==> src/hdl/rv_bypass_pkg.sv <==
`default_nettype none

package rv_bypass_pkg;

    localparam int xlen           = 64;
    localparam int reg_addr_width = 5;
    localparam int reg_depth      = 32;
    localparam int alu_op_width   = 4;

    // internal alu op codes
    localparam logic [alu_op_width-1:0] alu_add = 4'd0;
    localparam logic [alu_op_width-1:0] alu_sub = 4'd1;
    localparam logic [alu_op_width-1:0] alu_and = 4'd2;
    localparam logic [alu_op_width-1:0] alu_or  = 4'd3;
    localparam logic [alu_op_width-1:0] alu_xor = 4'd4;
    localparam logic [alu_op_width-1:0] alu_sll = 4'd5;
    localparam logic [alu_op_width-1:0] alu_srl = 4'd6;
    localparam logic [alu_op_width-1:0] alu_slt = 4'd7;

    localparam logic [6:0] opcode_op     = 7'b0110011;
    localparam logic [6:0] opcode_op_imm = 7'b0010011;

    typedef struct packed {
        logic [6:0]                funct7;
        logic [reg_addr_width-1:0] rs2;
        logic [reg_addr_width-1:0] rs1;
        logic [2:0]                funct3;
        logic [reg_addr_width-1:0] rd;
        logic [6:0]                opcode;
    } rv_r_t;

    typedef struct packed {
        logic [11:0]               imm;
        logic [reg_addr_width-1:0] rs1;
        logic [2:0]                funct3;
        logic [reg_addr_width-1:0] rd;
        logic [6:0]                opcode;
    } rv_i_t;

    // one instruction word, two views
    typedef union packed {
        rv_r_t r;
        rv_i_t i;
    } rv_instr_u;

endpackage

`default_nettype wire

==> src/hdl/writeback_stage.sv <==
`timescale 1ns/10ps
`default_nettype none

module writeback_stage (
    input  wire logic                                     clk,
    input  wire logic                                     rst_n,
    input  wire logic                                     mem_valid,
    input  wire logic [rv_bypass_pkg::reg_addr_width-1:0] mem_rd,
    input  wire logic [rv_bypass_pkg::xlen-1:0]           mem_result,
    output logic                                          wb_valid,
    output logic [rv_bypass_pkg::reg_addr_width-1:0]      wb_rd,
    output logic [rv_bypass_pkg::xlen-1:0]                wb_result
);

    // feeds retire, rf write and the oldest forward path
    always_ff @(posedge clk or negedge rst_n) begin
        if (!rst_n) begin
            wb_valid  <= 1'b0;
            wb_rd     <= '0;
            wb_result <= '0;
        end else begin
            wb_valid  <= mem_valid;
            wb_rd     <= mem_rd;
            wb_result <= mem_result;
        end
    end

endmodule

`default_nettype wire

==> config.mk <==
export PLATFORM = sky130hd
export DESIGN_NAME = writeback_stage
export DESIGN_NICKNAME = d
export VERILOG_FILES = /design/src/hdl/rv_bypass_pkg.sv /design/src/hdl/writeback_stage.sv
export SDC_FILE = /design/constraint.sdc
export NUM_CORES = 1
export LEC_CHECK = 0
export ABC_AREA = 0
export ABC_CLOCK_PERIOD_IN_PS = 800
export BUFFER_PORTS_ARGS = -buffer_cell sky130_fd_sc_hd__buf_2
export CAP_MARGIN = 20
export CORE_MARGIN = 2
export CORE_UTILIZATION = 36
export CTS_CLUSTER_SIZE = 20
export DETAILED_ROUTE_END_ITERATION = 12
export PLACE_DENSITY = 0.81
export SLEW_MARGIN = 40
export SYNTH_ARGS = -nofsm -noshare
export SYNTH_HDL_FRONTEND = slang
export SYNTH_SLANG_ARGS = --single-unit
==> constraint.sdc <==
create_clock -name clk -period 0.8 [get_ports clk]
set_input_delay 0.08 -clock clk [delete_from_list [all_inputs] [get_ports clk]]
set_output_delay 0.08 -clock clk [all_outputs]
set_load 0.01 [all_outputs]
==> results.yml <==
setup_path:
  worst_path_max_delay_cell: "dfrtp_1"
  critPathTopFamily: "flip-flops"
  path_buf_inv: 1
  cp.required_ns: 0.72
  crit_fanout: 1
  worst_ep_arrival_time_ns: 0.84
  criticalPathCategory: "reg2out"
  critPathLaunchType: "flip-flop"
  path_cells: "buf_6"
  slowest_delay_ns: 0.39
  crit_path_end_kind: "primary output"
run_status:
  violations: "setup timing"
  status: "finished with violations"
die:
  ios: 142
  die_y_um: 73.8
  row_count: 25
  start_util: 0.373
  die_area_mm2: 0.00544
  core_mm2: 0.00469
  die_w_um: 73.8
synthesis:
  avgSynthCellArea_um2: 25.0
  yosysMostFrequentCell: "dfrtp_1"
  synthDistinctLibCells: 1
  synth-edff-count: 0
  synth.largest_area_cell: "dfrtp_1"
  synth_common_cells: "dfrtp_1"
  seq_area_frac_synth: 1.00
  synthFlopType: "dfrtp_1"
  synth_area_leaders: "dfrtp_1"
  netlist_instances: 70
  synth_async_sr_flop_share: 1.00
  synth_top_area_frac: 1.00
  yosys_warnings: 0
  syn_area_mm2: 0.00175
  syn-num-nets: 142
  ys_ff_latch: 70
clock_tree:
  cts.sinks: 70
  clk_pin_slew_ns: 0.07
  h-tree-depth: 3
  numCtsBuffers: 9
  cts-root-buf: "clkbuf_8"
  ctsLongestPathBuffers: 2
  cts_tree: "yes"
timing:
  setup_viol: 70
  fin_crit_sh: 1.15
  rsz0062_at_grt: "true"
  drv_slew: 0
  fmax_ghz: 1.09
  finalWorstSetupSlack_ns: -0.119
  worstMarginPinSlew_ns: 0.364
  relSlewSlack: 0.757
  finalHoldViolations: 0
  timing.setup.tns_ns: -6.56
  whs_ns: 0.292
  min_period_ns: 0.919
detailed_routing:
  drt-pass1-iter-count: 4
  wl_per_cell_um: 14.6
  via_per_inst: 4.17
  wl_um: 5170
  via_count: 1473
  drc_errors: 0
  drt.antenna.violating_nets: 0
  first_iter_violations: 42
placement:
  dp_hpwl_um: 2960
  port_buffers: 141
  dp.cells: 266
  place.gp.congestion: 0.656
grt:
  gr-total-overflow: 0
  grt_pass1_vias: 1584
  antenna_found_initial: 0
  grt_use_total: 0.187
  grt_pass1_wl_um: 7210
  grt_max_degree: 71
finish:
  fin_cells: 353
  antenna_cells: 0
  fillers: 292
  syn_to_final_growth_pct: 100
  multi_input_comb_area_um2: 0
  multi_input_comb_cells: 0
  final_nets: 366
  drive_gt1_frac: 0.512
power:
  peakVddDrop_mv: 1.28
  p_per_area_mw_per_mm2: 1980
  leakage_nw: 1.79
hold_path:
  hp-class: "in2async"
job:
  max_cap_viol_count: 0
[flip-flops by register name (all words and copies together), names as in the netlist]
| signal | cells |
|---|---|
| wb_result | 64 |
| wb_rd | 5 |
| wb_valid | 1 |
[per-stage QoR]
step	utilization	worst slack, ns	area [µm²]	total power, W
final	0.748	-0.119	3510	0.00696
after global routing	0.748	-0.152	3510	0.00727
after CTS	0.728	-0.133	3420	0.00697
after detailed placement	0.542	0.225	2540	0.00437
after global placement	0.542	0.227	2540	0.00434
after floorplan	-	0.344	1750	0.00393
[where the power goes]
group / leakage (nW) / switching [W] / total [W] / internal, W
logic: 0.892 / 0.000338 / 0.000858 / 0.000520
registers: 0.816 / 0.0000564 / 0.00377 / 0.00372
clock network: 0.0817 / 0.00112 / 0.00233 / 0.00121
[cells in the final DEF (no fill, tap or decap)]
| master | synthesis | routed |
|---|---|---|
| clkbuf_1 | 0 | 5 |
| clkinv_2 | 0 | 1 |
| dlygate4sd3_1 | 0 | 71 |
| buf_2 | 0 | 126 |
| dfrtp_1 | 70 | 70 |
| buf_12 | 0 | 1 |
| clkbuf_8 | 0 | 10 |
| buf_6 | 0 | 15 |
[per-layer routing]
metal,track usage,routed length (µm),up-vias,part of all wire
li1,-,-,663,-
met1,0.196,1740,713,0.34
met2,0.336,2970,83,0.57
met3,0.0480,333,14,0.064
met4,0.107,130,0,0.025
met5,0,0,-,0
[layout make-up]
type	instances	area (µm²)	area share
Clock buffer	15	156	0.0445
Clock inverter	1	5.00	0.00143
Sequential cell	70	1750	0.499
Tap cell	54	67.6	0.0192
Timing Repair Buffer	213	1530	0.436
[what timing repair did]
item	4_1_cts	5_1_grt
pin swaps	0	0
resized for setup	0	15
hold buffers	71	0
endpoints found under the setup margin	70	70
buffers inserted	0	0
endpoints found under the hold margin	140	0
[final timing paths]
check | startpoint | to | cells past startpoint
max in group asynchronous | rst_n | wb_result[32]$_DFF_PN0_ | 3
min | rst_n | wb_result[4]$_DFF_PN0_ | 3
max | wb_result[31]$_DFF_PN0_ | wb_result[31] | 1
min in group clk | mem_result[14] | wb_result[14]$_DFF_PN0_ | 2
[cell families (layout without fill, tap and decap cells)]
logic type,Yosys count,after routing,synth area share
buffers and inverters,0,229,0
flip-flops,70,70,1.00
Note: power is estimated with default switching activity, not from simulation.
