**src/hdl/rv_bypass_pkg.sv**
```systemverilog
`default_nettype none

package rv_bypass_pkg;

    localparam int xlen           = 64;
    localparam int reg_addr_width = 5;
    localparam int reg_depth      = 32;
    localparam int alu_op_width   = 4;

    // internal alu op codes
    localparam logic [alu_op_width-1:0] alu_add = 4'd0;
    localparam logic [alu_op_width-1:0] alu_sub = 4'd1;
    localparam logic [alu_op_width-1:0] alu_and = 4'd2;
    localparam logic [alu_op_width-1:0] alu_or  = 4'd3;
    localparam logic [alu_op_width-1:0] alu_xor = 4'd4;
    localparam logic [alu_op_width-1:0] alu_sll = 4'd5;
    localparam logic [alu_op_width-1:0] alu_srl = 4'd6;
    localparam logic [alu_op_width-1:0] alu_slt = 4'd7;

    localparam logic [6:0] opcode_op     = 7'b0110011;
    localparam logic [6:0] opcode_op_imm = 7'b0010011;

    typedef struct packed {
        logic [6:0]                funct7;
        logic [reg_addr_width-1:0] rs2;
        logic [reg_addr_width-1:0] rs1;
        logic [2:0]                funct3;
        logic [reg_addr_width-1:0] rd;
        logic [6:0]                opcode;
    } rv_r_t;

    typedef struct packed {
        logic [11:0]               imm;
        logic [reg_addr_width-1:0] rs1;
        logic [2:0]                funct3;
        logic [reg_addr_width-1:0] rd;
        logic [6:0]                opcode;
    } rv_i_t;

    // one instruction word, two views
    typedef union packed {
        rv_r_t r;
        rv_i_t i;
    } rv_instr_u;

endpackage

`default_nettype wire

```
**src/hdl/operand_bypass.sv**
```systemverilog
`timescale 1ns/10ps
`default_nettype none

module operand_bypass (
    input  wire logic [rv_bypass_pkg::reg_addr_width-1:0] id_rs1,
    input  wire logic [rv_bypass_pkg::reg_addr_width-1:0] id_rs2,
    input  wire logic                                     id_use_imm,
    input  wire logic [rv_bypass_pkg::xlen-1:0]           id_imm,
    input  wire logic [rv_bypass_pkg::xlen-1:0]           rf_rdata1,
    input  wire logic [rv_bypass_pkg::xlen-1:0]           rf_rdata2,
    input  wire logic                                     ex_valid,
    input  wire logic [rv_bypass_pkg::reg_addr_width-1:0] ex_rd,
    input  wire logic [rv_bypass_pkg::xlen-1:0]           ex_result,
    input  wire logic                                     mem_valid,
    input  wire logic [rv_bypass_pkg::reg_addr_width-1:0] mem_rd,
    input  wire logic [rv_bypass_pkg::xlen-1:0]           mem_result,
    input  wire logic                                     wb_valid,
    input  wire logic [rv_bypass_pkg::reg_addr_width-1:0] wb_rd,
    input  wire logic [rv_bypass_pkg::xlen-1:0]           wb_result,
    output logic [rv_bypass_pkg::xlen-1:0]                op_a,
    output logic [rv_bypass_pkg::xlen-1:0]                op_b
);
    import rv_bypass_pkg::*;

    // youngest matching producer wins
    function automatic logic [xlen-1:0] pick_operand(
        input logic [reg_addr_width-1:0] addr,
        input logic [xlen-1:0]           rf_data
    );
        logic            hit_ex;
        logic            hit_mem;
        logic            hit_wb;
        logic [xlen-1:0] value;
        hit_ex  = ex_valid  && (ex_rd  != '0) && (ex_rd  == addr);
        hit_mem = mem_valid && (mem_rd != '0) && (mem_rd == addr);
        hit_wb  = wb_valid  && (wb_rd  != '0) && (wb_rd  == addr);
        if (hit_ex) begin
            value = ex_result;
        end else if (hit_mem) begin
            value = mem_result;
        end else if (hit_wb) begin
            value = wb_result; // not yet in the register file
        end else begin
            value = rf_data;
        end
        return value;
    endfunction

    always_comb begin
        op_a = pick_operand(id_rs1, rf_rdata1);
        if (id_use_imm) begin
            op_b = id_imm;
        end else begin
            op_b = pick_operand(id_rs2, rf_rdata2);
        end
    end

endmodule

`default_nettype wire

```
**config.mk**
```make
export PLATFORM = sky130hd
export DESIGN_NAME = operand_bypass
export DESIGN_NICKNAME = d
export VERILOG_FILES = /design/src/hdl/rv_bypass_pkg.sv /design/src/hdl/operand_bypass.sv
export SDC_FILE = /design/constraint.sdc
export NUM_CORES = 1
export LEC_CHECK = 0
export BUFFER_PORTS_ARGS = -buffer_cell sky130_fd_sc_hd__buf_2
export CORE_AREA = 10 10 199 201
export DETAILED_ROUTE_END_ITERATION = 6
export DIE_AREA = 0 0 209 211
export GPL_ROUTABILITY_DRIVEN = 0
export PLACE_DENSITY = 0.38
export SYNTH_ARGS = -nofsm -noshare
export SYNTH_HDL_FRONTEND = slang
export SYNTH_SLANG_ARGS = --single-unit
export TNS_END_PERCENT = 50
```
**constraint.sdc**
```tcl
create_clock -name vclk -period 7.05
set_input_delay 1.41 -clock vclk [all_inputs]
set_output_delay 1.41 -clock vclk [all_outputs]
set_load 0.05 [all_outputs]
```
==> run metrics <==
unrepaired setup endpoints after global routing=no; FP Rows=69; syn nets=roughly 1.3k; core region area=35,400 sq um; Synth Cell Area=5300 sq um; power per cell area=roughly 86 nW/um^2; router iterations before antenna repair=5; Setup Buffers After CTS=0; synth top area cells=and3_1 (14%), mux2_2 (11%), a211oi_1 (11%); largest net degree at the start of global routing=around 70; via count=9,078; data arrival time of the critical path=roughly 4.3 ns; post-route cell area=roughly 8400 sq um; # port buffers=541; dpl hpwl=about 36,000 um; crit start category=input pin; drt drc=0; global-route wire length before repair=~66,000 um; vias in the first global route=roughly 9.6k; share of cells above drive strength 1=0.473; critical path class=in2out; Area growth, synth to finish=58.4%; fin cells=roughly 1.8k; final setup margin=~1.3 ns; status=complete, no violations; Initial Util=0.150; Storage cell area=0 sq um; layout net count=1,752; post-CTS resize count=0; Power, Total=0.719 mW; period utilisation layout=0.809; cell count after synthesis=slightly below 900; leakage power figure=approximately 4.4 nW; Max FO, Critical Path=34; Hold WS=approximately 3.2 ns; initial antenna violation count=7; mean post-synth cell area=approximately 6.0 sq um; share of the synthesized area in the top cell type=0.141; drt total wl=roughly 46,000 um; area of the multi-input gates=between 4000 and 5000 sq um; Worst Tran Pin Value=0.950 ns; Ports=about 540; Worst Hold Class=in2out; yosys synthesis warning count=0; DIE HEIGHT=211 um; fillers=around 4.2k; DP Area=between 8000 and 9000 sq um; minimum clock period=approximately 5.7 ns; GRT Util Overall=0.191; Hold Vio Cnt, Final=0; post-layout util=0.237; GRT overflow=0; Req. time, crit path=around 5.6 ns; seq_cells=0; antenna viol nets, final=0; pre-CTS setup slack=1.34 ns; Synth cell types=31; Peak VDD IR=around 42 uV; Fin Setup TNS=0 ns; Critical Path End Type=output pin; vias per inst=5.04; chip width=about 210 um; Placed Cells=approximately 1.8k; CTS Hold Bufs=0; max-cap viol count=0; Avg WL per Cell=25.6 um; Yosys top cell by area=and3_1; die area=around 44,000 sq um; Slew Limit Headroom=0.367; Setup violations, final=0; f_max=175 MHz; Clock Buffer Count=0; Max Slew Vio Count=0; post-synthesis sequential area ratio=0; drt initial violations=roughly 530
placed cells by master (no fill, tap or decap), types with 10 or more instances in the layout:
cell type	netlist	routed
a211o_1	54	54
a211oi_1	75	74
a22oi_1	10	10
a31oi_1	10	10
and3_1	119	118
buf_2	4	540
buf_4	0	23
inv_1	12	12
mux2_2	54	54
nand2_1	122	121
nand3_1	55	55
nor2_1	66	66
nor2b_1	10	10
o21ai_0	69	68
o31ai_1	64	64
xnor2_1	15	15
xor2_1	14	14
layout make-up:
type	instances	area share
Antenna cell	4	0.00119
Multi-Input combinational cell	762	0.582
Tap cell	461	0.0688
Inverter	12	0.00537
Timing Repair Buffer	563	0.343
synth_stat cells:
cell type  instances
buf_6              6
a21oi_2            1
buf_2              4
clkbuf_2           1
o21ai_1            7
a31oi_1           10
nand4_1            2
nor2b_1           10
xor2_1            14
nor4_1             3
a211o_1           54
or4_1              2
inv_1             12
nor3_1             4
or3_1              2
nor3_4             1
a22oi_1           10
and3_1           119
o2111a_1           1
o31ai_1           64
nand2_1          122
nor2_1            66
xnor2_1           15
or2_2              1
and2_4             1
a211oi_1          75
mux2_2            54
buf_1              6
nand3_1           55
clkbuf_1          86
o21ai_0           69
cells by family (layout without fill, tap and decap cells):
logic type                after synthesis  after routing  synth area share
and+or+nand+nor                       388            388             0.358
muxes                                  54             54             0.115
other                                   0              4                 0
AOI/OAI and AO/OA                     291            291             0.388
xor gates and xnor gates               29             29            0.0479
buffers and inverters                 115            575            0.0912
worst max-delay path, stage by stage:
cell	delay [ns]
buf_2	0.13
or2_2	0.29
o21ai_1	0.15
buf_4	0.19
and3_4	0.54
buf_4	0.61
mux2_2	0.44
a211o_1	0.29
buf_2	0.21
worst paths after layout:
kind / from / end / cells after the start
min: ex_result[39] / op_a[39] / 4
max: wb_rd[3] / op_b[1] / 9
power breakdown:
part	total [mW]	internal (mW)	switching, mW	leakage (nW)
logic	0.719	0.223	0.496	4.45
clock network	0.0000000760	0.0000000760	0	0.0000254
registers	0	0	0	0
total	0.719	0.223	0.496	4.45
routing by layer:
| metal | share of wire | track usage |
|---|---|---|
| met5 | 0.00061 | 0 |
| met4 | 0.019 | 0.0337 |
| met3 | 0.071 | 0.0393 |
| met2 | 0.50 | 0.343 |
| met1 | 0.41 | 0.233 |
Note: power is estimated with default switching activity, not from simulation.
