`src/hdl/rv_bypass_pkg.sv`:
```
`default_nettype none

package rv_bypass_pkg;

    localparam int xlen           = 64;
    localparam int reg_addr_width = 5;
    localparam int reg_depth      = 32;
    localparam int alu_op_width   = 4;

    // internal alu op codes
    localparam logic [alu_op_width-1:0] alu_add = 4'd0;
    localparam logic [alu_op_width-1:0] alu_sub = 4'd1;
    localparam logic [alu_op_width-1:0] alu_and = 4'd2;
    localparam logic [alu_op_width-1:0] alu_or  = 4'd3;
    localparam logic [alu_op_width-1:0] alu_xor = 4'd4;
    localparam logic [alu_op_width-1:0] alu_sll = 4'd5;
    localparam logic [alu_op_width-1:0] alu_srl = 4'd6;
    localparam logic [alu_op_width-1:0] alu_slt = 4'd7;

    localparam logic [6:0] opcode_op     = 7'b0110011;
    localparam logic [6:0] opcode_op_imm = 7'b0010011;

    typedef struct packed {
        logic [6:0]                funct7;
        logic [reg_addr_width-1:0] rs2;
        logic [reg_addr_width-1:0] rs1;
        logic [2:0]                funct3;
        logic [reg_addr_width-1:0] rd;
        logic [6:0]                opcode;
    } rv_r_t;

    typedef struct packed {
        logic [11:0]               imm;
        logic [reg_addr_width-1:0] rs1;
        logic [2:0]                funct3;
        logic [reg_addr_width-1:0] rd;
        logic [6:0]                opcode;
    } rv_i_t;

    // one instruction word, two views
    typedef union packed {
        rv_r_t r;
        rv_i_t i;
    } rv_instr_u;

endpackage

`default_nettype wire

```
`src/hdl/issue_decode.sv`:
```
`timescale 1ns/10ps
`default_nettype none

module issue_decode (
    input  wire logic                                     clk,
    input  wire logic                                     rst_n,
    input  wire logic                                     instr_valid,
    input  wire logic [31:0]                              instr,
    output logic                                          id_valid,
    output logic [rv_bypass_pkg::reg_addr_width-1:0]      id_rs1,
    output logic [rv_bypass_pkg::reg_addr_width-1:0]      id_rs2,
    output logic [rv_bypass_pkg::reg_addr_width-1:0]      id_rd,
    output logic [rv_bypass_pkg::alu_op_width-1:0]        id_alu_op,
    output logic                                          id_use_imm,
    output logic [rv_bypass_pkg::xlen-1:0]                id_imm
);
    import rv_bypass_pkg::*;

    logic      word_valid;
    rv_instr_u word;
    logic      supported;
    logic      f7_zero;
    logic      f7_alt;

    always_ff @(posedge clk or negedge rst_n) begin
        if (!rst_n) begin
            word_valid <= 1'b0;
            word       <= '0;
        end else begin
            word_valid <= instr_valid;
            word       <= instr;
        end
    end

    assign f7_zero = (word.r.funct7 == 7'b0000000);
    assign f7_alt  = (word.r.funct7 == 7'b0100000); // sub encoding

    always_comb begin
        supported  = 1'b0;
        id_alu_op  = alu_add;
        id_use_imm = 1'b0;
        id_imm     = '0;
        id_rs1     = word.r.rs1; // same bits in the i view
        id_rs2     = word.r.rs2;
        id_rd      = word.r.rd;
        case (word.r.opcode)
            opcode_op: begin
                supported = f7_zero;
                case (word.r.funct3)
                    3'b000: begin
                        supported = f7_zero || f7_alt;
                        id_alu_op = f7_alt ? alu_sub : alu_add;
                    end
                    3'b001:  id_alu_op = alu_sll;
                    3'b010:  id_alu_op = alu_slt;
                    3'b100:  id_alu_op = alu_xor;
                    3'b101:  id_alu_op = alu_srl;
                    3'b110:  id_alu_op = alu_or;
                    3'b111:  id_alu_op = alu_and;
                    default: supported = 1'b0; // sltu not handled
                endcase
            end
            opcode_op_imm: begin
                id_use_imm = 1'b1;
                id_rs2     = '0; // unused read port sits on x0
                id_imm     = {{(xlen-12){word.i.imm[11]}}, word.i.imm};
                supported  = 1'b1;
                case (word.i.funct3)
                    3'b000:  id_alu_op = alu_add;
                    3'b010:  id_alu_op = alu_slt;
                    3'b100:  id_alu_op = alu_xor;
                    3'b110:  id_alu_op = alu_or;
                    3'b111:  id_alu_op = alu_and;
                    default: supported = 1'b0; // immediate shifts left out
                endcase
            end
            default: supported = 1'b0;
        endcase
    end

    assign id_valid = word_valid && supported && (id_rd != '0);

endmodule

`default_nettype wire

```
`config.mk`:
```
export PLATFORM = sky130hd
export DESIGN_NAME = issue_decode
export DESIGN_NICKNAME = d
export VERILOG_FILES = /design/src/hdl/rv_bypass_pkg.sv /design/src/hdl/issue_decode.sv
export SDC_FILE = /design/constraint.sdc
export NUM_CORES = 1
export LEC_CHECK = 0
export ABC_AREA = 1
export BUFFER_PORTS_ARGS = -buffer_cell sky130_fd_sc_hd__buf_2
export CAP_MARGIN = 20
export CORE_MARGIN = 2
export CORE_UTILIZATION = 43
export CTS_CLUSTER_SIZE = 24
export DETAILED_ROUTE_END_ITERATION = 7
export PLACE_DENSITY_LB_ADDON = 0.1
export SLEW_MARGIN = 20
export SYNTH_ARGS = -nofsm -noshare
export SYNTH_HDL_FRONTEND = slang
export SYNTH_SLANG_ARGS = --single-unit
```
`constraint.sdc`:
```
create_clock -name clk -period 7.1 [get_ports clk]
set_input_delay 0.355 -clock clk [delete_from_list [all_inputs] [get_ports clk]]
set_output_delay 0.355 -clock clk [all_outputs]
set_load 0.01 [all_outputs]
```
==> summary.md <==
| Metric | Value |
|---|---|
| Crit-path max FO | 53 |
| Tot GR Track Use | 13.2% |
| Global-route wire length before repair | 4200 um |
| Hold WS | 0.107 ns |
| Pint | 0.289 mW |
| Total Die Area | 4360 um2 |
| Total global routing overflow | 0 |
| Placed cells | 276 |
| FP Rows | 22 |
| Status | completed |
| Root Driver | clkbuf_8 |
| Switch Pwr | 0.0886 mW |
| Setup crit end kind | output port |
| Initial antenna violation count | 0 |
| Ys async rst share | 100% |
| Syn Area/Cell | 9.51 um2 |
| I/O Buffers | 118 |
| Power Dens Cells | 196 nW/um2 |
| Hold_buf cts | 0 |
| Mapped Cells | 174 |
| Post-layout net count | 270 |
| Hold Path Class | input pin to asynchronous set/reset pin |
| Setup tns final | 0 ns |
| Final Max Tran Viols | 0 |
| Post-Synthesis Cell Area | 1650 um2 |
| Comb pwr share | 8.1% |
| RSZ-0062 raised after global routing | false |
| Cell variety after synth | 18 |
| Final period util | 34.6% |
| HPWL after DPL | 2270 um |
| CTS tree | done |
| Synth warn | 0 |
| DRT Pass-1 Iters | 4 |
| Vias per cell | 3.98 |
| Clock group share of total power | 38.5% |
| Register area share after synthesis | 49.9% |
| Deepest clock path buffer count | 2 |
| Wire per inst | 10.2 um |
| Die Span Y | 66.0 um |
| Clock sink total | 33 |
| Setup CP Type | flip-flop to output port |
| Initial Util | 44.8% |
| Sequential power share | 53.4% |
| Max rail drop VDD | 0.155 mV |
| Achievable frequency | 407 MHz |
| Num CTS Buffers | 5 |
| Final hold viol count | 0 |
| Layout cells sized above 1 | 57.2% |
| Die W | 66.0 um |
| Switching Fraction | 23.5% |
| DR vias | 1,131 |
| Final ANT Viol Nets | 0 |
| Clk slew on worst S/H paths | 0.07 ns |
| Arr. time, crit path | 2.10 ns |
| DRC | 0 |
| Slew HR | 54.1% |
| Gpl congestion | 0.827 |
| Post-CTS sizing | 0 |
| Area Overhead vs Synth | 16.7% |
| Yosys reg bits | 33 |
| Diode count | 0 |
| Finished Layout Cells | 284 |
| Pin count of the biggest net entering global routing | 54 |
| Setup bufs post-CTS | 0 |
| # H-tree levels | 2 |
| Synth Flop Type | dfrtp_1 |
| Type of origin of the critical path | flip-flop |
| Leakage power | 1.21 nW |
| I/O pin count | 120 |
| Routed WL | 2890 um |
| Min Tclk post-route | 2.46 ns |
| Slew @ Worst Pin | 0.688 ns |
| Via count of the first global-routing pass | 948 |
| Core area | 3690 um2 |
| Setup-failing EPs final | 0 |
| Syn Nets | 209 |
| CP required | 6.74 ns |
| Number of flops mapped to enable cells by yosys | 0 |
| Detailed router's first-iteration violation count | 57 |
| Max Cap Viol | 0 |
[layout by cell type (no fill, tap or decap)]
cell type and instances:
conb_1 1, inv_1 17, dfrtp_1 33, nor3_4 1
o21ai_1 1, o21ai_0 2, nand3_2 1, nand4_1 2
a21boi_1 1, nor2_1 26, clkinv_2 1, nand2_2 3
nand3_1 3, clkbuf_8 6, nor2_4 2, clkinv_4 1
a21oi_1 5, nor2_2 2, nand2_1 10, buf_2 118
[per-stage QoR]
stage	setup WS [ns]	cell area (um2)	utilization, %	power, mW
floorplan	3.93	1650	-	0.223
global placement	4.59	1830	49.6	0.237
detailed placement	4.50	1830	49.6	0.237
CTS	4.17	1930	52.2	0.384
global route	4.34	1930	52.3	0.396
finish	4.64	1930	52.3	0.378
[power by group through the flow]
stage	Combinational, mW	Sequential [mW]	Clock (mW)
2_1_floorplan	0.0181	0.205	0
3_3_place_gp	0.0312	0.206	0
3_5_place_dp	0.0313	0.205	0
4_1_cts	0.0315	0.202	0.151
5_1_grt	0.0351	0.203	0.158
6_report	0.0307	0.202	0.145
[synth_stat cells (2+ instances only)]
cell type   n  area (um2)
buf_4      63         473
dfrtp_1    33         826
nor2_1     27         101
inv_1      17        63.8
nand2_1    10        37.5
a21oi_1     5        25.0
nand2_2     3        18.8
nand3_1     3        15.0
nand4_1     2        12.5
nor2_2      2        12.5
o21ai_0     2        10.0
[registers in the layout, summed over array words and instances (netlist names)]
signal / flops
word_valid: 1
word: 32
[cells by family (layout without fill, tap and decap cells)]
kind of cell	after synthesis	in the layout	synth area share, %
buf+inv	81	143	32.8
flops	33	33	49.9
simple gates	50	50	14.2
other cells	1	1	0.227
compound gates	9	9	2.87
[path summary, 6_finish.rpt]
path,depth (start not counted),slack [ns],endpoint,from
hold / removal,1,0.11,word[16],rst_n
setup / recovery,6,4.64,id_imm[34],word[2]
min in group clk,1,0.17,word[16],instr[16]
max in group asynchronous,1,6.55,word[12],rst_n
[worst max-delay path, stage by stage, from the launching register on]
cell and delay (ns):
dfrtp_1 0.36, inv_1 0.06, nand2_2 0.09, nor2_4 0.14, nand3_2 0.28, nor2_4 0.63, buf_2 0.25
[area by class of cell]
| cell class | count | area (um2) |
|---|---|---|
| flip-flops and latches | 33 | 826 |
| multi-input cells | 60 | 294 |
| clock inverters | 2 | 13.8 |
| clock buffers | 6 | 82.6 |
| repair buffers | 118 | 591 |
| inverters | 17 | 63.8 |
| well taps | 48 | 60.1 |
| fillers | 398 | 1760 |
[layer usage]
layer	vias to the layer above	track usage [%]	wire, um
li1	583	-	-
met1	487	14.4	1110
met3	8	5.62	284
met2	53	21.8	1440
met5	-	0	0
met4	0	6.89	53
(Power assumes the default switching activity.)
