`config.mk`:
```
export PLATFORM = sky130hd
export DESIGN_NAME = reg_file
export DESIGN_NICKNAME = d
export VERILOG_FILES = /design/src/hdl/rv_bypass_pkg.sv /design/src/hdl/reg_file.sv
export SDC_FILE = /design/constraint.sdc
export NUM_CORES = 2
export LEC_CHECK = 0
export BUFFER_PORTS_ARGS = -buffer_cell sky130_fd_sc_hd__buf_2
export CAP_MARGIN = 30
export CORE_UTILIZATION = 36
export DETAILED_ROUTE_END_ITERATION = 10
export PLACE_DENSITY = 0.6
export SYNTH_ARGS = -nofsm -noshare
export SYNTH_HDL_FRONTEND = slang
export SYNTH_SLANG_ARGS = --single-unit
export TNS_END_PERCENT = 30
```
`constraint.sdc`:
```
create_clock -name clk -period 1.8 [get_ports clk]
set_input_delay 0.09 -clock clk [delete_from_list [all_inputs] [get_ports clk]]
set_output_delay 0.09 -clock clk [all_outputs]
set_load 0.005 [all_outputs]
```
`src/hdl/rv_bypass_pkg.sv`:
```
`default_nettype none

package rv_bypass_pkg;

    localparam int xlen           = 64;
    localparam int reg_addr_width = 5;
    localparam int reg_depth      = 32;
    localparam int alu_op_width   = 4;

    // internal alu op codes
    localparam logic [alu_op_width-1:0] alu_add = 4'd0;
    localparam logic [alu_op_width-1:0] alu_sub = 4'd1;
    localparam logic [alu_op_width-1:0] alu_and = 4'd2;
    localparam logic [alu_op_width-1:0] alu_or  = 4'd3;
    localparam logic [alu_op_width-1:0] alu_xor = 4'd4;
    localparam logic [alu_op_width-1:0] alu_sll = 4'd5;
    localparam logic [alu_op_width-1:0] alu_srl = 4'd6;
    localparam logic [alu_op_width-1:0] alu_slt = 4'd7;

    localparam logic [6:0] opcode_op     = 7'b0110011;
    localparam logic [6:0] opcode_op_imm = 7'b0010011;

    typedef struct packed {
        logic [6:0]                funct7;
        logic [reg_addr_width-1:0] rs2;
        logic [reg_addr_width-1:0] rs1;
        logic [2:0]                funct3;
        logic [reg_addr_width-1:0] rd;
        logic [6:0]                opcode;
    } rv_r_t;

    typedef struct packed {
        logic [11:0]               imm;
        logic [reg_addr_width-1:0] rs1;
        logic [2:0]                funct3;
        logic [reg_addr_width-1:0] rd;
        logic [6:0]                opcode;
    } rv_i_t;

    // one instruction word, two views
    typedef union packed {
        rv_r_t r;
        rv_i_t i;
    } rv_instr_u;

endpackage

`default_nettype wire

```
`src/hdl/reg_file.sv`:
```
`timescale 1ns/10ps
`default_nettype none

module reg_file (
    input  wire logic                                clk,
    input  wire logic                                rst_n,
    input  wire logic [rv_bypass_pkg::reg_addr_width-1:0] raddr1,
    input  wire logic [rv_bypass_pkg::reg_addr_width-1:0] raddr2,
    output logic [rv_bypass_pkg::xlen-1:0]           rdata1,
    output logic [rv_bypass_pkg::xlen-1:0]           rdata2,
    input  wire logic                                we,
    input  wire logic [rv_bypass_pkg::reg_addr_width-1:0] waddr,
    input  wire logic [rv_bypass_pkg::xlen-1:0]      wdata
);
    import rv_bypass_pkg::*;

    logic [xlen-1:0] regs [reg_depth];

    always_ff @(posedge clk or negedge rst_n) begin
        if (!rst_n) begin
            for (int n = 0; n < reg_depth; n++) begin
                regs[n] <= '0;
            end
        end else if (we && (waddr != '0)) begin
            regs[waddr] <= wdata;
        end
    end

    // x0 is hardwired
    assign rdata1 = (raddr1 == '0) ? '0 : regs[raddr1];
    assign rdata2 = (raddr2 == '0) ? '0 : regs[raddr2];

endmodule

`default_nettype wire

```
==> impl_metrics.json <==
{
  "run_status": "finished with violations",
  "violations": "negative setup slack",
  "wl_mm": 371.7,
  "ir_drop_mv": 0.8142,
  "beginning_of_the_worst_register_to_register_path": "regs[1617]",
  "syn-instance-count": 6963,
  "avgRoutedWirePerCell_um": 31.31,
  "drt-vias-per-instance": 5.901,
  "drt_iter0_markers": 5285,
  "cts_buffers": 226,
  "max_stage_delay_ns": 0.63,
  "drc": 0,
  "coreArea_um2": 299800,
  "post_synth_top_area_share_pct": 47.27,
  "critPathArrivalTime_ns": 2.85,
  "final_critical_path_setup_slack_ns": -1.139,
  "grt_overflow_total": 0,
  "clock_skew_ns": 0,
  "cts-htree-levels": 4,
  "count_of_flip_flops_with_a_built_in_enable_after_synthesis": 0,
  "synth_async_reset_ratio_pct": 100.0,
  "tritoncts": "built",
  "timing.final.hold_violations": 0,
  "clk_buf_depth": 4,
  "synth.ff_latch_count": 2048,
  "boundaryPins": 210,
  "min_period_ns": 2.939,
  "final_design_utilization_pct": 44.48,
  "max_clock_freq_ghz": 0.3403,
  "placed_cells_incl_taps": 11390,
  "nets": 7819,
  "max_flop_register": "regs",
  "synth_top_cells_by_area": "sky130_fd_sc_hd__dfrtp_1 (47%), sky130_fd_sc_hd__mux2_2 (21%), sky130_fd_sc_hd__mux4_2 (20%)",
  "chipWidth_um": 550.8,
  "design.die.area_um2": 303400,
  "antenna_nets_post_route": 0,
  "slew_violations": 0,
  "cp.required_ns": 1.71,
  "hold_ws_ns": 0.1016,
  "grt.met3_usage_pct": 3.655,
  "num_vias": 70050,
  "fp-row-count": 201,
  "cp-startpoint": "regs[1816]",
  "final-seq-area_um2": 51250,
  "synth.cell_area_um2": 108400,
  "clk_pin_slew_worst_paths_ns": 0.06,
  "place.gp.congestion": 0.8581,
  "finalSetupViolations": 128,
  "detailedPlacementHpwl_mm": 249.7,
  "peak_fanout_along_the_critical_path": 3,
  "power-per-cell-area_nw_per_um2": 1067,
  "area_delta_synth_final_pct": 22.99,
  "cellLeakagePower_nw": 58.43,
  "timing.hold.worst.class": "input pin to register",
  "grt_antenna_before_repair": 27,
  "biggestRegsByFlops": "regs (2048)",
  "total_power_mw": 142.2,
  "fp.dieH_um": 550.8,
  "syn_area_cell_um2": 15.57,
  "grt_pass1_vias": 75620,
  "cp_slowest_cell": "sky130_fd_sc_hd__or4_4",
  "share_comb_of_total_power_pct": 23.5,
  "global_route.usage.met2_pct": 40.61,
  "worst_hold_stages": 5,
  "worst_setup_path_endpoint": "rdata2[24]",
  "most_frequent_cells_in_the_layout": "sky130_fd_sc_hd__dfrtp_1 (2,048), sky130_fd_sc_hd__mux2_2 (1,992), sky130_fd_sc_hd__mux4_2 (968)",
  "yosys_warnings": 0,
  "power.clock.fraction_pct": 33.6,
  "layout_commonest_cell": "sky130_fd_sc_hd__dfrtp_1",
  "critical_path.endpoint_type": "output port",
  "globalRouteMet1Util_pct": 32.77,
  "rr_endpoint": "regs[1617]",
  "io_buffers": 209,
  "dominantRegCellSynth": "sky130_fd_sc_hd__dfrtp_1",
  "numClockSinks": 2048,
  "synth_area_leader_cell": "sky130_fd_sc_hd__dfrtp_1",
  "firstDrtPassIters": 6,
  "worstRegToRegCells": 3,
  "start_util_pct": 36.17,
  "synth_cell_types": 48,
  "drive_above_1_share_pct": 60.85,
  "post-route-period-util_pct": 163.3,
  "tightest_slew_ns": 0.9724,
  "power_frac_seq_pct": 42.9,
  "startpoint_type": "register",
  "wire_length_of_the_first_global_routing_pass_mm": 545.5,
  "number_of_flip_flops_under_the_largest_register_name": 2048,
  "synth.yosys.seq_area_share_pct": 47.27,
  "net_switching_power_mw": 38.74,
  "swShare_pct": 27.24,
  "ctsRootBufferMaster": "sky130_fd_sc_hd__clkbuf_16",
  "rsz0062_at_grt": "true",
  "internal_power_mw": 103.5,
  "grt_most_used_layer": "met2",
  "cell_breakdown_of_the_critical_path": "mux4_2, mux2i_2, nor2_1, or4_4, buf_6",
  "grt.total_usage_pct": 24.57,
  "worst_slew_margin_rel_pct": 34.88,
  "mappedNetlistNets": 7045,
  "final.fill_count": 26340,
  "timing_worst_setup_path_type": "register to output port",
  "worst_skew_pair.late_latency_ns": 0.88,
  "largest_net_degree_at_the_start_of_global_routing": 87,
  "ff2ff_setup_slack_ns": 0.31,
  "layoutNonFillerInstCount": 11870,
  "multi_input_comb_area_um2": 55030,
  "cap_viol_max_count": 0
}
critical path, delay by kind of cell, from the launching register on:
kind                   cells  cell delay [ns]
multiplexers               2             0.70
AND/OR/NAND/NOR            2             0.69
buffers and inverters      1             0.16
flip-flops                 1             0.40
layout make-up:
cell class / instances / share of cell area (%)
antenna: 8 / 0.01501
clock buffer: 330 / 4.941
tap: 3958 / 3.714
multi-input combinational: 4108 / 41.27
timing repair buffer: 1353 / 10.95
sequential: 2048 / 38.43
clock inverter: 66 / 0.6859
routing by layer:
metal	up-vias	routed length (um)
li1	28550	-
met1	38450	155100
met2	2334	180200
met3	701	21180
met4	14	15210
met5	-	94
how the worst min path moves through the flow:
stage | to | start
6_report | regs[1476] | waddr[4]
5_1_grt | regs[1476] | waddr[4]
4_1_cts | regs[579] | we
3_5_place_dp | regs[54] | rst_n
3_3_place_gp | regs[54] | rst_n
2_1_floorplan | regs[0] | rst_n
metrics by stage:
step / worst slack [ns] / setup TNS [ns] / area (um^2)
after floorplan: -0.04816 / -1.633 / 108600
after global placement: -1.112 / -141.73 / 123500
after CTS: -1.200 / -114.38 / 132900
after global routing: -1.203 / -114.20 / 133300
final: -1.139 / -104.57 / 133400
after detailed placement: -0.7494 / -151.34 / 123500
cells in the mapped netlist (12+ instances only):
cell type	number
sky130_fd_sc_hd__a211o_1	13
sky130_fd_sc_hd__a211oi_1	14
sky130_fd_sc_hd__a21oi_1	13
sky130_fd_sc_hd__a22oi_1	26
sky130_fd_sc_hd__a31o_2	13
sky130_fd_sc_hd__buf_1	51
sky130_fd_sc_hd__buf_2	286
sky130_fd_sc_hd__buf_4	26
sky130_fd_sc_hd__clkbuf_1	434
sky130_fd_sc_hd__dfrtp_1	2048
sky130_fd_sc_hd__mux2_1	14
sky130_fd_sc_hd__mux2_2	2008
sky130_fd_sc_hd__mux2i_1	520
sky130_fd_sc_hd__mux4_2	968
sky130_fd_sc_hd__nand2_1	40
sky130_fd_sc_hd__nand2b_1	14
sky130_fd_sc_hd__nor2_1	30
sky130_fd_sc_hd__nor2b_1	39
sky130_fd_sc_hd__nor3_1	17
sky130_fd_sc_hd__nor4_1	12
sky130_fd_sc_hd__o221ai_1	12
sky130_fd_sc_hd__o22a_1	17
sky130_fd_sc_hd__o22ai_1	182
sky130_fd_sc_hd__or2_1	71
repair_timing:
item	4_1_cts	5_1_grt
hold buffers	76	0
gates cloned	0	0
setup endpoints to repair	128	144
pin swaps	96	55
buffers inserted	16	10
gates resized for setup	215	99
endpoints found under the hold margin	4032	0
power by group through the flow:
stage / registers [mW] / clock network [mW] / logic (mW)
final: 61.1 / 47.8 / 33.4
after global routing: 62.1 / 50.4 / 35.6
after CTS: 60.8 / 48.6 / 33.3
after detailed placement: 61.6 / 0 / 31.9
after global placement: 60.8 / 0 / 31.1
after floorplan: 59.5 / 0 / 21.2
logic make-up after synthesis:
family / count (synthesis) / synth area share, %
AO/OA/AOI/OAI: 328 / 2.136
AND/OR/NAND/NOR: 270 / 1.409
buffers and inverters: 807 / 3.283
flip-flops: 2048 / 47.27
multiplexers: 3510 / 45.91
Note: power is estimated with default switching activity, not from simulation.
